[config.mk]
export PLATFORM = sky130hd
export DESIGN_NAME = writeback_stage
export DESIGN_NICKNAME = d
export VERILOG_FILES = /design/src/verilog/bexkat_isa_pkg.sv /design/src/verilog/writeback_stage.sv
export SDC_FILE = /design/constraint.sdc
export NUM_CORES = 1
export LEC_CHECK = 0
export BUFFER_PORTS_ARGS = -buffer_cell sky130_fd_sc_hd__buf_2
export CAP_MARGIN = 15
export CORE_MARGIN = 10
export CORE_UTILIZATION = 39
export DETAILED_ROUTE_END_ITERATION = 10
export PLACE_DENSITY = 0.85
export SKIP_CTS_REPAIR_TIMING = 1
export SLEW_MARGIN = 15
export SYNTH_ARGS = -nofsm -noshare
export SYNTH_HDL_FRONTEND = slang
export SYNTH_SLANG_ARGS = --single-unit
[constraint.sdc]
create_clock -name clk_i -period 2 [get_ports clk_i]
set_input_delay 0.1 -clock clk_i [delete_from_list [all_inputs] [get_ports clk_i]]
set_output_delay 0.1 -clock clk_i [all_outputs]
set_load 0.01 [all_outputs]
[src/verilog/bexkat_isa_pkg.sv]
package bexkat_isa_pkg;

  // instruction class, top nibble of the low ir word
  typedef enum logic [3:0] {
    T_INH    = 4'h0,
    T_PUSH   = 4'h1,
    T_POP    = 4'h2,
    T_CMP    = 4'h3,
    T_MOV    = 4'h4,
    T_INTU   = 4'h5,
    T_INT    = 4'h6,
    T_FPU    = 4'h7,
    T_FP     = 4'h8,
    T_ALU    = 4'h9,
    T_LOAD   = 4'ha,
    T_STORE  = 4'hb,
    T_LDI    = 4'hc,
    T_JUMP   = 4'hd,
    T_BRANCH = 4'he,
    T_RSVD   = 4'hf
  } ir_type_e;

  // low op bits of a load or store give the access size
  localparam logic [1:0] OP_SZ_WORD  = 2'h0;
  localparam logic [1:0] OP_SZ_HALF  = 2'h1;
  localparam logic [1:0] OP_SZ_BYTE  = 2'h2;
  localparam logic [1:0] OP_SZ_WORD2 = 2'h3; // alternate word encoding

  // what the writeback stage is allowed to update
  typedef enum logic [1:0] {
    RW_NONE = 2'h0,
    RW_REG  = 2'h1,
    RW_SP   = 2'h2,
    RW_BOTH = 2'h3
  } reg_write_e;

  typedef struct packed {
    logic [31:0] imm;     // second instruction word
    ir_type_e    ir_type;
    logic [3:0]  op;
    logic [3:0]  ra;      // destination
    logic [3:0]  rb;
    logic [3:0]  rc;
    logic [11:0] rsvd;
  } ir_fields_t;

endpackage

[src/verilog/writeback_stage.sv]
`timescale 1ns/1ps

module writeback_stage (
  input  logic                       clk_i,
  input  logic                       rst_i,
  input  logic                       stall_i,
  input  logic                       halt_i,
  input  bexkat_isa_pkg::ir_fields_t ir_i,
  input  logic [31:0]                result_i,
  input  bexkat_isa_pkg::reg_write_e reg_write_i,
  output logic                       wb_we_o,
  output logic                       wb_sp_we_o,
  output logic [3:0]                 wb_reg_o,
  output logic [31:0]                wb_data_o,
  output logic                       halted_o
);

  logic [3:0]                 reg_q;
  logic [31:0]                data_q;
  bexkat_isa_pkg::reg_write_e rw_q;
  logic                       halted_q;

  always_ff @(posedge clk_i or posedge rst_i)
  begin
    if (rst_i)
    begin
      reg_q    <= 4'h0;
      data_q   <= 32'h0;
      rw_q     <= bexkat_isa_pkg::RW_NONE;
      halted_q <= 1'b0;
    end
    else if (!stall_i)
    begin
      reg_q  <= ir_i.ra;
      data_q <= result_i;
      rw_q   <= reg_write_i;
      if (halt_i)
        halted_q <= 1'b1; // sticky until reset
    end
  end

  assign wb_we_o    = !halted_q && (rw_q == bexkat_isa_pkg::RW_REG ||
                                    rw_q == bexkat_isa_pkg::RW_BOTH);
  assign wb_sp_we_o = !halted_q && (rw_q == bexkat_isa_pkg::RW_SP ||
                                    rw_q == bexkat_isa_pkg::RW_BOTH);
  assign wb_reg_o   = reg_q;
  assign wb_data_o  = data_q;
  assign halted_o   = halted_q;

endmodule
Word-level counts from Yosys, hierarchy flattened:

Cells that the tools add are included.
Widths: inputs -> output; s select.

* equal/unequal tests: 3
* bitwise operators: 1
* reductions and logical operators: 6

Operator list (count)
* $eq 2x2->1 const B: 2
* $eq 2x1->1 const B: 1
* $logic_and 1x1->1: 2
* $logic_or 1x1->1: 2
* $reduce_and 2->1: 1
* $logic_not 1->1: 1
* $not 1->1: 1

* flip-flop bits (word level): 39
* input bits: 102
* output and inout port bits: 39
* word-level logic and storage cells: 14

Depth between registers and ports, before layout:

* depth in word-level cells: 3
* mapped depth: 4
* mapped depth without buffers: 2

Worst setup path after synthesis:

No wires, ideal clock.

* path type: input to register
* start: input port stall_i
* end: register data_q[10], in the netlist wb_data_o[10]
* setup time: 0.125 ns
* arrival time: 0.670 ns
* data required time: 1.875 ns
* slack: 1.205 ns
* stages on the path: 3
* buffers on the path: 2
* cells stage by stage: buf_6 -> buf_6 -> mux2_4

RTL lines
* start, declared: RTL line writeback_stage.sv:6 `input logic stall_i,`
* end signal, assigned: RTL line writeback_stage.sv:35 `data_q <= result_i;`
* end, declared: RTL line writeback_stage.sv:19 `logic [31:0] data_q;`

No word-level cell between the ends.

Worst setup path after layout:

* start: register halted_q, in the netlist halted_o
* end: output port wb_we_o

* longest elaborated chain between the ends: 2

Ends and longest elaborated chain
* start, declared: RTL line writeback_stage.sv:21 `logic halted_q;`
* start signal, assigned: RTL line writeback_stage.sv:30 `halted_q <= 1'b0;`
* start signal, assigned: RTL line writeback_stage.sv:38 `halted_q <= 1'b1;`
* $logic_not 1->1: RTL line writeback_stage.sv:42 `assign wb_we_o = !halted_q && (rw_q == bexkat_isa_pkg::RW_REG ||`
* $logic_and 1x1->1: RTL line writeback_stage.sv:42
* end, declared: RTL line writeback_stage.sv:11 `output logic wb_we_o,`

No other way between the ends.

==> flow_metrics.py <==
metrics = {
    "final_layout": {
        "antennaDiodeCount": 0,
        "layout.nets": 274,
        "drive_gt1_share_pct": 73.99,
        "layout.cells.non_filler": 221,
        "areaGrowthSynthToFinish_pct": 38.47,
    },
    "synthesis": {
        "syn_area_mm2": 0.001503,
        "synth_edf_count": 0,
        "ys.warnings.count": 0,
        "synthTopCellsByCount": "dfrtp_1, mux2_2, mux2_4",
        "synth_top_area_share_pct": 64.95,
        "syn_area_per_cell_um2": 17.47,
        "synth-seq-cells": 39,
        "synth_cells": 86,
        "dominantRegCellSynth": "dfrtp_1",
        "yosysSeqAreaShare_pct": 64.95,
        "synth.distinct_cells": 8,
        "yosysMostFrequentCell": "dfrtp_1",
        "synth_area_leader_cell": "dfrtp_1",
        "synth_area_leaders": "dfrtp_1, mux2_2, mux2_4",
        "async_flop_share_pct": 100.0,
        "syn_nets": 188,
    },
    "detailed_routing": {
        "vias": 992,
        "wl_per_cell_um": 16.57,
        "viasPerCell": 4.489,
        "ant_nets": 0,
        "first_iter_violations": 14,
        "wl_mm": 3.661,
        "drtPass1Iterations": 3,
        "drc": 0,
    },
    "floorplanning": {
        "start_util_pct": 40.74,
        "die_w_um": 82.07,
        "ios": 141,
        "core_area_mm2": 0.003689,
        "die_area_mm2": 0.006735,
        "rows": 22,
        "die_h_um": 82.07,
    },
    "clock_network": {
        "path_clk_slew_ns": 0.08,
        "clk_path_buf_depth": 2,
        "cts_tree": "built",
        "htree_levels": 2,
        "clock_sinks": 39,
        "cts_buffers": 5,
        "root_buffer": "clkbuf_8",
        "insertion_delay_ns": 0.29,
    },
    "critical_path": {
        "crit_arrival_ns": 1.02,
        "startpoint_type": "flop",
        "cp-end-kind": "primary output",
        "crit_required_ns": 1.90,
        "cp_max_fo": 4,
        "critPathKind": "flop to primary output",
        "rrSetupSlack_ns": 1.23,
    },
    "pwr": {
        "p_leak_nw": 1.054,
        "p_per_area_mw_per_mm2": 894.7,
        "irDropWorstVdd_mv": 0.5835,
    },
    "timing": {
        "fin_skew_ns": 0,
        "setup_violations": 0,
        "relSlewSlack_pct": 68.15,
        "rsz0062_at_grt": "false",
        "fin_crit_ns": 1.118,
        "drv_slew": 0,
        "clock.fmax_mhz": 894.6,
        "finalHoldViolCount": 0,
        "final.setup.tns_ns": 0,
        "worst_pin_slew_ns": 0.4777,
        "timing.final.crit_share_pct": 55.89,
    },
    "grt": {
        "grt_pass1_vias": 1179,
        "antenna_found_initial": 0,
        "grt_pass1_wl_mm": 5.823,
        "grt_max_degree": 40,
        "grt_util_all_layers_pct": 11.48,
        "gr-total-overflow": 0,
    },
    "flow_run": {
        "drv_cap": 0,
    },
    "placement": {
        "port_buffers": 80,
        "gp_congestion": 0.7137,
        "dpl.cell_count": 212,
        "dp_hpwl_mm": 2.894,
    },
    "status": {
        "status": "finished, final reports clean",
    },
    "worst_hold_path": {
        "holdCritPathClass": "primary input to flop",
    },
}
## where the power goes
group          internal (W)  switching, W  leakage, nW  total (W)
sequential         0.000865     0.0000377        0.453   0.000903
clock              0.000403      0.000262       0.0612   0.000666
combinational      0.000162      0.000131        0.540   0.000293
total               0.00143      0.000431         1.05    0.00186
## cells by family (layout without fill, tap and decap cells)
family                 Yosys count  after routing  synth area share, %
buffers and inverters            6             93                2.997
muxes                           38             38                30.72
and+or+nand+nor                  2              2               0.8325
DFF                             39             39                64.95
AOI/OAI and AO/OA                1              1               0.4998
## per-stage QoR
stage / setup slack (ns) / area (um^2) / hold WS, ns / util, % / power, W
global placement: 1.071 / 1953 / 0.2393 / 52.95 / 0.001202
global route: 0.8121 / 2081 / 0.01866 / 56.41 / 0.001966
CTS: 0.8714 / 2071 / -0.07588 / 56.14 / 0.001891
floorplan: 1.011 / 1503 / 0.2211 / - / 0.001073
detailed placement: 1.053 / 1953 / 0.2431 / 52.95 / 0.001217
finish: 0.8821 / 2081 / 0.03096 / 56.41 / 0.001862
## layout by cell type (no fill, tap or decap)
| master | netlist | final |
|---|---|---|
| a21o_1 | 1 | 1 |
| buf_12 | 0 | 1 |
| buf_2 | 0 | 80 |
| buf_4 | 2 | 1 |
| bufinv_16 | 0 | 1 |
| clkbuf_8 | 0 | 6 |
| clkinv_2 | 0 | 1 |
| dfrtp_1 | 39 | 39 |
| dlygate4sd3_1 | 0 | 1 |
| inv_1 | 2 | 2 |
| mux2_2 | 29 | 29 |
| mux2_4 | 9 | 9 |
| nor2b_1 | 2 | 2 |
## worst paths after layout
check / start / depth (start not counted) / endpoint
min in group asynchronous: rst_i / 4 / wb_data_o[11]$_DFFE_PP0N_
worst max-delay path: halted_o$_DFFE_PP0P_ / 2 / wb_we_o
worst max register to register: wb_data_o[9]$_DFFE_PP0N_ / 1 / wb_data_o[9]$_DFFE_PP0N_
worst min register to register: wb_data_o[24]$_DFFE_PP0N_ / 1 / wb_data_o[24]$_DFFE_PP0N_
worst min-delay path: halt_i / 2 / halted_o$_DFFE_PP0P_
max in group asynchronous: rst_i / 4 / wb_data_o[26]$_DFFE_PP0N_
## sequential cells by signal, indices dropped and copies added, names as in the netlist
register	cells
wb_data_o	32
rw_q	2
wb_reg_o	4
halted_o	1
## per-layer routing
metal,wire length (um),up-vias,global-route usage (%)
met2,1703,53,17.95
met1,1434,472,12.53
met4,31,0,4.082
met5,0,-,0
li1,-,465,-
met3,491,2,7.096
## area by class of cell
class / instances / area, um^2
Tap cell: 48 / 60.06
Sequential cell: 39 / 975.9
Clock inverter: 2 / 35.03
Fill cell: 311 / 1608
Clock buffer: 6 / 82.58
Multi-Input combinational cell: 41 / 481.7
Timing Repair Buffer: 83 / 437.9
Inverter: 2 / 7.507
## worst max-delay path: stages, from the launching register on
cell     delay [ns]
dfrtp_1        0.42
nor2b_1        0.16
buf_2          0.16
Power figures use the tool's default switching activity.
