[config.mk]
export PLATFORM = sky130hd
export DESIGN_NAME = mem_stage
export DESIGN_NICKNAME = d
export VERILOG_FILES = /design/src/verilog/bexkat_bus_pkg.sv /design/src/verilog/bexkat_isa_pkg.sv /design/src/verilog/byte_lanes.sv /design/src/verilog/mem_stage.sv
export SDC_FILE = /design/constraint.sdc
export NUM_CORES = 1
export LEC_CHECK = 0
export BUFFER_PORTS_ARGS = -buffer_cell sky130_fd_sc_hd__buf_2
export CAP_MARGIN = 20
export CORE_AREA = 3 3 131 133
export DETAILED_ROUTE_END_ITERATION = 7
export DIE_AREA = 0 0 134 136
export GPL_TIMING_DRIVEN = 0
export SETUP_SLACK_MARGIN = 0.05
export SYNTH_ARGS = -nofsm -noshare
export SYNTH_HDL_FRONTEND = slang
export SYNTH_SLANG_ARGS = --single-unit
[constraint.sdc]
create_clock -name clk_i -period 5.2 [get_ports clk_i]
set_input_delay 0 -clock clk_i [delete_from_list [all_inputs] [get_ports clk_i]]
set_output_delay 0 -clock clk_i [all_outputs]
set_load 0.01 [all_outputs]
[src/verilog/bexkat_bus_pkg.sv]
package bexkat_bus_pkg;

  typedef enum logic [1:0] {
    SZ_WORD = 2'h0,
    SZ_HALF = 2'h1,
    SZ_BYTE = 2'h2
  } acc_size_e;

  // request side of the data bus, cyc is a level
  typedef struct packed {
    logic        cyc;
    logic        we;
    logic [31:0] adr;
    logic [31:0] dat;
    logic [3:0]  sel; // sel[3] is byte address 0
  } bus_req_t;

  // ack is a single-cycle strobe, dat valid with it
  typedef struct packed {
    logic        ack;
    logic [31:0] dat;
  } bus_rsp_t;

endpackage

[src/verilog/bexkat_isa_pkg.sv]
package bexkat_isa_pkg;

  // instruction class, top nibble of the low ir word
  typedef enum logic [3:0] {
    T_INH    = 4'h0,
    T_PUSH   = 4'h1,
    T_POP    = 4'h2,
    T_CMP    = 4'h3,
    T_MOV    = 4'h4,
    T_INTU   = 4'h5,
    T_INT    = 4'h6,
    T_FPU    = 4'h7,
    T_FP     = 4'h8,
    T_ALU    = 4'h9,
    T_LOAD   = 4'ha,
    T_STORE  = 4'hb,
    T_LDI    = 4'hc,
    T_JUMP   = 4'hd,
    T_BRANCH = 4'he,
    T_RSVD   = 4'hf
  } ir_type_e;

  // low op bits of a load or store give the access size
  localparam logic [1:0] OP_SZ_WORD  = 2'h0;
  localparam logic [1:0] OP_SZ_HALF  = 2'h1;
  localparam logic [1:0] OP_SZ_BYTE  = 2'h2;
  localparam logic [1:0] OP_SZ_WORD2 = 2'h3; // alternate word encoding

  // what the writeback stage is allowed to update
  typedef enum logic [1:0] {
    RW_NONE = 2'h0,
    RW_REG  = 2'h1,
    RW_SP   = 2'h2,
    RW_BOTH = 2'h3
  } reg_write_e;

  typedef struct packed {
    logic [31:0] imm;     // second instruction word
    ir_type_e    ir_type;
    logic [3:0]  op;
    logic [3:0]  ra;      // destination
    logic [3:0]  rb;
    logic [3:0]  rc;
    logic [11:0] rsvd;
  } ir_fields_t;

endpackage

[src/verilog/byte_lanes.sv]
`timescale 1ns/1ps

module byte_lanes (
  input  bexkat_bus_pkg::acc_size_e size_i,
  input  logic [1:0]                adr_lo_i,
  input  logic [31:0]               st_data_i,
  input  logic [31:0]               rd_data_i,
  output logic [3:0]                sel_o,
  output logic [31:0]               st_data_o,
  output logic [31:0]               ld_data_o
);

  logic [1:0] lane;

  assign lane = 2'd3 - adr_lo_i; // big-endian, byte 0 lives in lane 3

  always_comb
  begin
    case (size_i)
      bexkat_bus_pkg::SZ_HALF:
      begin
        sel_o     = adr_lo_i[1] ? 4'b0011 : 4'b1100;
        st_data_o = {2{st_data_i[15:0]}};
        if (adr_lo_i[1])
          ld_data_o = {16'h0, rd_data_i[15:0]};
        else
          ld_data_o = {16'h0, rd_data_i[31:16]};
      end
      bexkat_bus_pkg::SZ_BYTE:
      begin
        sel_o     = 4'b0001 << lane;
        st_data_o = {4{st_data_i[7:0]}};
        ld_data_o = {24'h0, rd_data_i[{lane, 3'b000} +: 8]};
      end
      default:
      begin
        sel_o     = 4'b1111; // word and unused encoding
        st_data_o = st_data_i;
        ld_data_o = rd_data_i;
      end
    endcase
  end

endmodule

[src/verilog/mem_stage.sv]
`timescale 1ns/1ps

module mem_stage (
  input  logic                       clk_i,
  input  logic                       rst_i,
  input  logic                       stall_i,
  input  logic                       halt_i,
  input  bexkat_isa_pkg::ir_fields_t ir_i,
  input  logic [31:0]                result_i,
  input  logic [31:0]                reg_data1_i,
  input  bexkat_isa_pkg::reg_write_e reg_write_i,
  input  bexkat_bus_pkg::bus_rsp_t   bus_rsp_i,
  output logic                       stall_o,
  output logic                       halt_o,
  output bexkat_isa_pkg::ir_fields_t ir_o,
  output logic [31:0]                result_o,
  output bexkat_isa_pkg::reg_write_e reg_write_o,
  output bexkat_bus_pkg::bus_req_t   bus_req_o
);

  logic                      is_load;
  logic                      is_store;
  logic                      hold;
  bexkat_bus_pkg::acc_size_e size;
  logic [3:0]                sel;
  logic [31:0]               st_data;
  logic [31:0]               ld_data;

  assign is_load  = (ir_i.ir_type == bexkat_isa_pkg::T_LOAD);
  assign is_store = (ir_i.ir_type == bexkat_isa_pkg::T_STORE);

  always_comb
  begin
    case (ir_i.op[1:0])
      bexkat_isa_pkg::OP_SZ_HALF: size = bexkat_bus_pkg::SZ_HALF;
      bexkat_isa_pkg::OP_SZ_BYTE: size = bexkat_bus_pkg::SZ_BYTE;
      default:                    size = bexkat_bus_pkg::SZ_WORD; // op 0 and 3
    endcase
  end

  byte_lanes lanes0 (
    .size_i    (size),
    .adr_lo_i  (result_i[1:0]),
    .st_data_i (reg_data1_i),
    .rd_data_i (bus_rsp_i.dat),
    .sel_o     (sel),
    .st_data_o (st_data),
    .ld_data_o (ld_data)
  );

  // request follows the instruction presented to the stage
  always_comb
  begin
    bus_req_o.cyc = is_load || is_store;
    bus_req_o.we  = is_store;
    bus_req_o.adr = result_i;
    bus_req_o.dat = st_data;
    bus_req_o.sel = sel;
  end

  assign stall_o = bus_req_o.cyc && !bus_rsp_i.ack;
  assign hold    = stall_i || stall_o;

  always_ff @(posedge clk_i or posedge rst_i)
  begin
    if (rst_i)
    begin
      ir_o        <= '0;
      result_o    <= 32'h0;
      reg_write_o <= bexkat_isa_pkg::RW_NONE;
      halt_o      <= 1'b0;
    end
    else if (!hold)
    begin
      ir_o        <= ir_i;
      result_o    <= is_load ? ld_data : result_i; // load value replaces address
      reg_write_o <= reg_write_i;
      halt_o      <= halt_i;
    end
  end

  // upstream must hold the op until the RAM answers
  a_req_stable: assert property (@(posedge clk_i) disable iff (rst_i)
    stall_o |=> $stable(bus_req_o));

endmodule

## Word-level counts from Yosys, hierarchy flattened

Index checks and enable logic that the tools add are counted.

- $add $sub $neg: 1
- Equal/unequal tests: 6
- Shift operators: 2
- Multiplexer cells: 7
- Reductions and logical operators: 4

Operators by type and width:

| kind | number |
|---|---|
| 32-bit one-hot mux with 2 select lines | 2 |
| 32-bit two-way mux | 1 |
| 32-bit by 6-bit variable part select with 8-bit output | 1 |
| 16-bit two-way mux | 1 |
| 4-bit equality test (second input constant) | 2 |
| 4-bit one-hot mux with 2 select lines | 1 |
| 2-bit by 1-bit equality test with 1-bit output (second input constant) | 2 |
| 2-bit equality test (second input constant) | 2 |
| 4-bit two-way mux | 1 |
| 2-bit one-hot mux with 2 select lines | 1 |
| 1-bit by 2-bit << shifter with 4-bit output (first input constant) | 1 |
| 1-bit logical OR | 2 |
| 2-bit subtractor (first input constant) | 1 |
| 1-bit logical AND | 1 |
| 1-bit logical NOT | 1 |

- Register bits: 99
- Output and inout bits: 170
- Logic and storage cells: 30

## Longest topological paths before layout

- Word-level depth: 5
- Mapped depth: 7

## Modules after synthesis

Synthesis repeated with hierarchy kept, for this count alone.

- Cells, all modules: 442
- Area total of the unflattened synthesis: 5580.4 um^2

By module, submodules not included:

| module | times used | cells an instance | area an instance (um^2) | seq. area each (um^2) |
|---|---|---|---|---|
| mem_stage | 1 | 285 | 4539.4 | 2477.4 |
| byte_lanes | 1 | 157 | 1041.0 | 0.0 |

## Worst setup path before layout

OpenSTA, ideal clock, no wires.

- Path type: input -> register
- Start point: input ir_i[24] (netlist bit)
- End point: register result_o[1]
- Arrival: 1.393 ns
- Setup slack: 3.674 ns
- Cell stages on the path: 7
- Path buffers: 1
- Path through: inv_1 ha_1 buf_6 a211o_4 and3_1 a2111oi_1 o21ai_1

- Longest elaborated chain between the ends: 5
- Elaborated cells on any way between the ends: 7
- Classes of those cells: eq/ne (4); mux (3)

RTL lines:

| what | line | source |
|---|---|---|
| from (decl) | mem_stage.sv:8 | `input bexkat_isa_pkg::ir_fields_t ir_i,` |
| 2-bit equality test or 2-bit by 1-bit equality test with 1-bit output (tied branches) | mem_stage.sv:34 | `case (ir_i.op[1:0])` |
| 2-bit one-hot mux with 2 select lines * | mem_stage.sv:34 |  |
| 2-bit equality test or 2-bit by 1-bit equality test with 1-bit output (tied branches) | byte_lanes.sv:19 | `case (size_i)` |
| 32-bit one-hot mux with 2 select lines * | byte_lanes.sv:19 |  |
| 32-bit two-way mux * | mem_stage.sv:76 | `result_o <= is_load ? ld_data : result_i;` |
| to (signal assigned) | mem_stage.sv:76 |  |
| to (decl) | mem_stage.sv:16 | `output logic [31:0] result_o,` |

Mark *: on every way between the ends. The rest lies on a longest branch, timed or not.
A chain may end at the register's enable or synchronous reset.

## Worst setup path in the final report

- Start point: input ir_i[24] (netlist bit)
- End point: register result_o[2]

The elaborated chain is that of the path after synthesis.

==> impl_metrics.py <==
metrics = {
    "outcome": {
        "status": "completed",
    },
    "sta": {
        "slew_headroom_pct": 50.1,
        "period_share_pct": 49.5,
        "rsz0062_at_grt": "no",
        "fin_skew_ns": 0,
        "finalHoldViolCount": 0,
        "setup_viol": 0,
        "period_needed_ns": 2.58,
        "worst_slew_pin_slew_ns": 0.746,
        "tns_ns": 0,
        "slew_violations": 0,
        "clock.fmax_mhz": 388,
    },
    "yosys": {
        "syn_area_mm2": 0.00517,
        "synth_cell_types": 34,
        "avgSynthCellArea_um2": 8.23,
        "yosys.area.top_type": "dfrtp_1",
        "synth_area_leaders": "dfrtp_1 48%, nand2_1 18%, buf_4 6.1%, o21ai_0 4.3%, a22o_1 2.7%",
        "synth_seq_cells": 99,
        "synthCells": 629,
        "synth_fp_nets": 798,
        "netlist.area_leader.share_pct": 47.9,
        "ys.warnings.count": 0,
        "ys_seq_area_share_pct": 47.9,
    },
    "setup_path": {
        "startpoint_type": "input pin",
        "end_kind": "flop",
        "criticalPathCategory": "input pin to flop",
        "worstPathRequired_ns": 5.48,
        "worst_ep_arrival_time_ns": 2.86,
        "cp_max_fo": 9,
    },
    "routing": {
        "wl_per_cell_um": 17.2,
        "wl_mm": 22.6,
        "first_pass_iters": 5,
        "vias_per_cell": 4.66,
        "drtAntennaViolNets": 0,
        "drtIter0Drc": 308,
        "drt_drc_violations_left": 0,
        "num_vias": 6136,
    },
    "pwr": {
        "p_sw_uw": 677,
        "p_sw_share_pct": 31.2,
        "powerDensity_mw_per_mm2": 252,
        "comb_power_share_pct": 29.3,
        "p_seq_share_pct": 41.2,
        "clock_power_share_pct": 29.5,
        "p_total_uw": 2170,
        "p_leak_uw": 0.00462,
        "ir_drop_mv": 0.137,
        "intPower_uw": 1490,
    },
    "clocking": {
        "clk_path_buf_depth": 2,
        "ctsResizeCount": 0,
        "cts_tree": "yes",
        "clock-sinks": 99,
        "htree_levels": 3,
        "clk_pin_slew_ns": 0.07,
        "worstSkewPairLatency_ns": 0.35,
        "numCtsBuffers": 9,
        "root_buffer": "clkbuf_16",
    },
    "grt": {
        "grtUsageTotal_pct": 24.4,
        "grt_antenna_before_repair": 5,
        "grt_max_degree": 71,
        "grt_pass1_wl_mm": 34.7,
        "overflow": 0,
        "grt_pass1_vias": 6400,
    },
    "finish": {
        "drive_gt1_share_pct": 37.8,
        "final_cell_mix": "342 x buf_2, 250 x nand2_1, 115 x dlygate4sd3_1",
        "mostFrequentLayoutCell": "buf_2",
        "fin_nets": 1261,
        "area_growth_pct": 66.1,
    },
    "run": {
        "cap_violations": 0,
    },
    "floorplanning": {
        "core-area_mm2": 0.0159,
        "ios": 337,
        "dieArea_mm2": 0.0182,
        "die_h_um": 136,
        "initial_utilization_pct": 32.5,
        "die_w_um": 134,
        "row_count": 46,
    },
    "place": {
        "gp_congestion": 0.838,
        "dp_hpwl_mm": 16.9,
        "io_buffers": 336,
    },
    "min_path": {
        "min_path_type": "input pin to flop",
    },
}
-- worst paths after layout --
path / start / to / slack (ns) / cells past startpoint
max: ir_i[24] / result_o[2] / 2.62 / 10
min: result_i[9] / result_o[9] / 0.003 / 3
max reg2reg: result_o[19] / result_o[19] / 3.93 / 3
min reg2reg: ir_o[51] / ir_o[51] / 0.47 / 2
max in group asynchronous: rst_i / ir_o[24] / 4.28 / 4
min in group asynchronous: rst_i / result_o[8] / 0.22 / 3
-- layout make-up --
class	count	area, µm²
timing repair buffer	452	2860
tap	216	270
multi-input combinational	438	2130
antenna	4	10.0
clock buffer	11	243
sequential	99	2480
inverter	5	21.3
buffer	87	544
fill	1477	7350
clock inverter	5	36.3
-- state kept, by name, indices dropped and copies added, names as in the netlist --
signal / cells
reg_write_o: 2
ir_o: 64
result_o: 32
halt_o: 1
-- cell families after synthesis --
family | count (synthesis) | share of synthesized area, %
and+or+nand+nor | 315 | 24.4
adders and majority gates | 2 | 0.484
buffers and inverters | 92 | 10.9
muxes | 9 | 1.77
AOI/OAI and AO/OA | 112 | 14.5
DFF | 99 | 47.9
-- power by group through the flow --
| stage | clock network (µW) | logic [µW] | registers (µW) |
|---|---|---|---|
| after CTS | 659 | 635 | 890 |
| after detailed placement | 0 | 553 | 905 |
| after global placement | 0 | 548 | 902 |
| final | 639 | 635 | 892 |
| after global routing | 687 | 694 | 901 |
| after floorplan | 0 | 232 | 946 |
-- Yosys cell counts --
cell / instances
nand2_1: 250
dfrtp_1: 99
o21ai_0: 44
buf_4: 42
clkbuf_1: 30
nor2_1: 28
a22o_1: 16
a31oi_1: 16
nand3_1: 16
a221oi_1: 8
a22oi_1: 8
and3_1: 8
mux2i_1: 8
o21ai_1: 8
buf_6: 7
a2111oi_1: 6
buf_2: 6
inv_1: 5
or2_2: 3
buf_1: 2
ha_1: 2
nand2b_1: 2
nor2b_1: 2
o21bai_1: 2
or2_1: 2
a2111oi_0: 1
a2111oi_2: 1
a211o_4: 1
a21oi_1: 1
and2_1: 1
and4bb_1: 1
mux2_2: 1
nand3b_1: 1
or3b_2: 1
-- metal layers --
layer | global-route usage (%) | share of wire, % | vias to the layer above
met5 | 0 | 0.058 | -
met1 | 27.4 | 39 | 2821
li1 | - | - | 2983
met4 | 8.29 | 2.7 | 2
met3 | 6.88 | 7.7 | 39
met2 | 44.4 | 51 | 291
-- worst max-delay path, cell delays in order --
cell           delay [ns]
dlygate4sd3_1        0.53
buf_2                0.11
inv_1                0.05
ha_1                 0.33
or2_1                0.23
clkbuf_1             0.19
nor2_1               0.51
a2111oi_1            0.19
o21ai_1              0.16
dlygate4sd3_1        0.55
-- metrics by stage --
step                hold WS, ns  worst slack [ns]  instance area (µm²)  std cells  util, %
detailed placement       0.0342              3.08                 7160       1182     44.9
floorplan                0.0918              2.61                 5170        629        -
finish                  0.00285              2.62                 8600       1317     53.9
global placement          0.191              1.28                 7130       1181     44.7
CTS                    0.000896              2.69                 8590       1313     53.9
global route             0.0151              2.50                 8600       1317     53.9
-- repair_timing --
| action | CTS | global route |
|---|---|---|
| endpoints found under the hold margin | 125 | 0 |
| setup buffers | 0 | 0 |
| hold buffers | 115 | 0 |
Note: power is estimated with default switching activity, not from simulation.
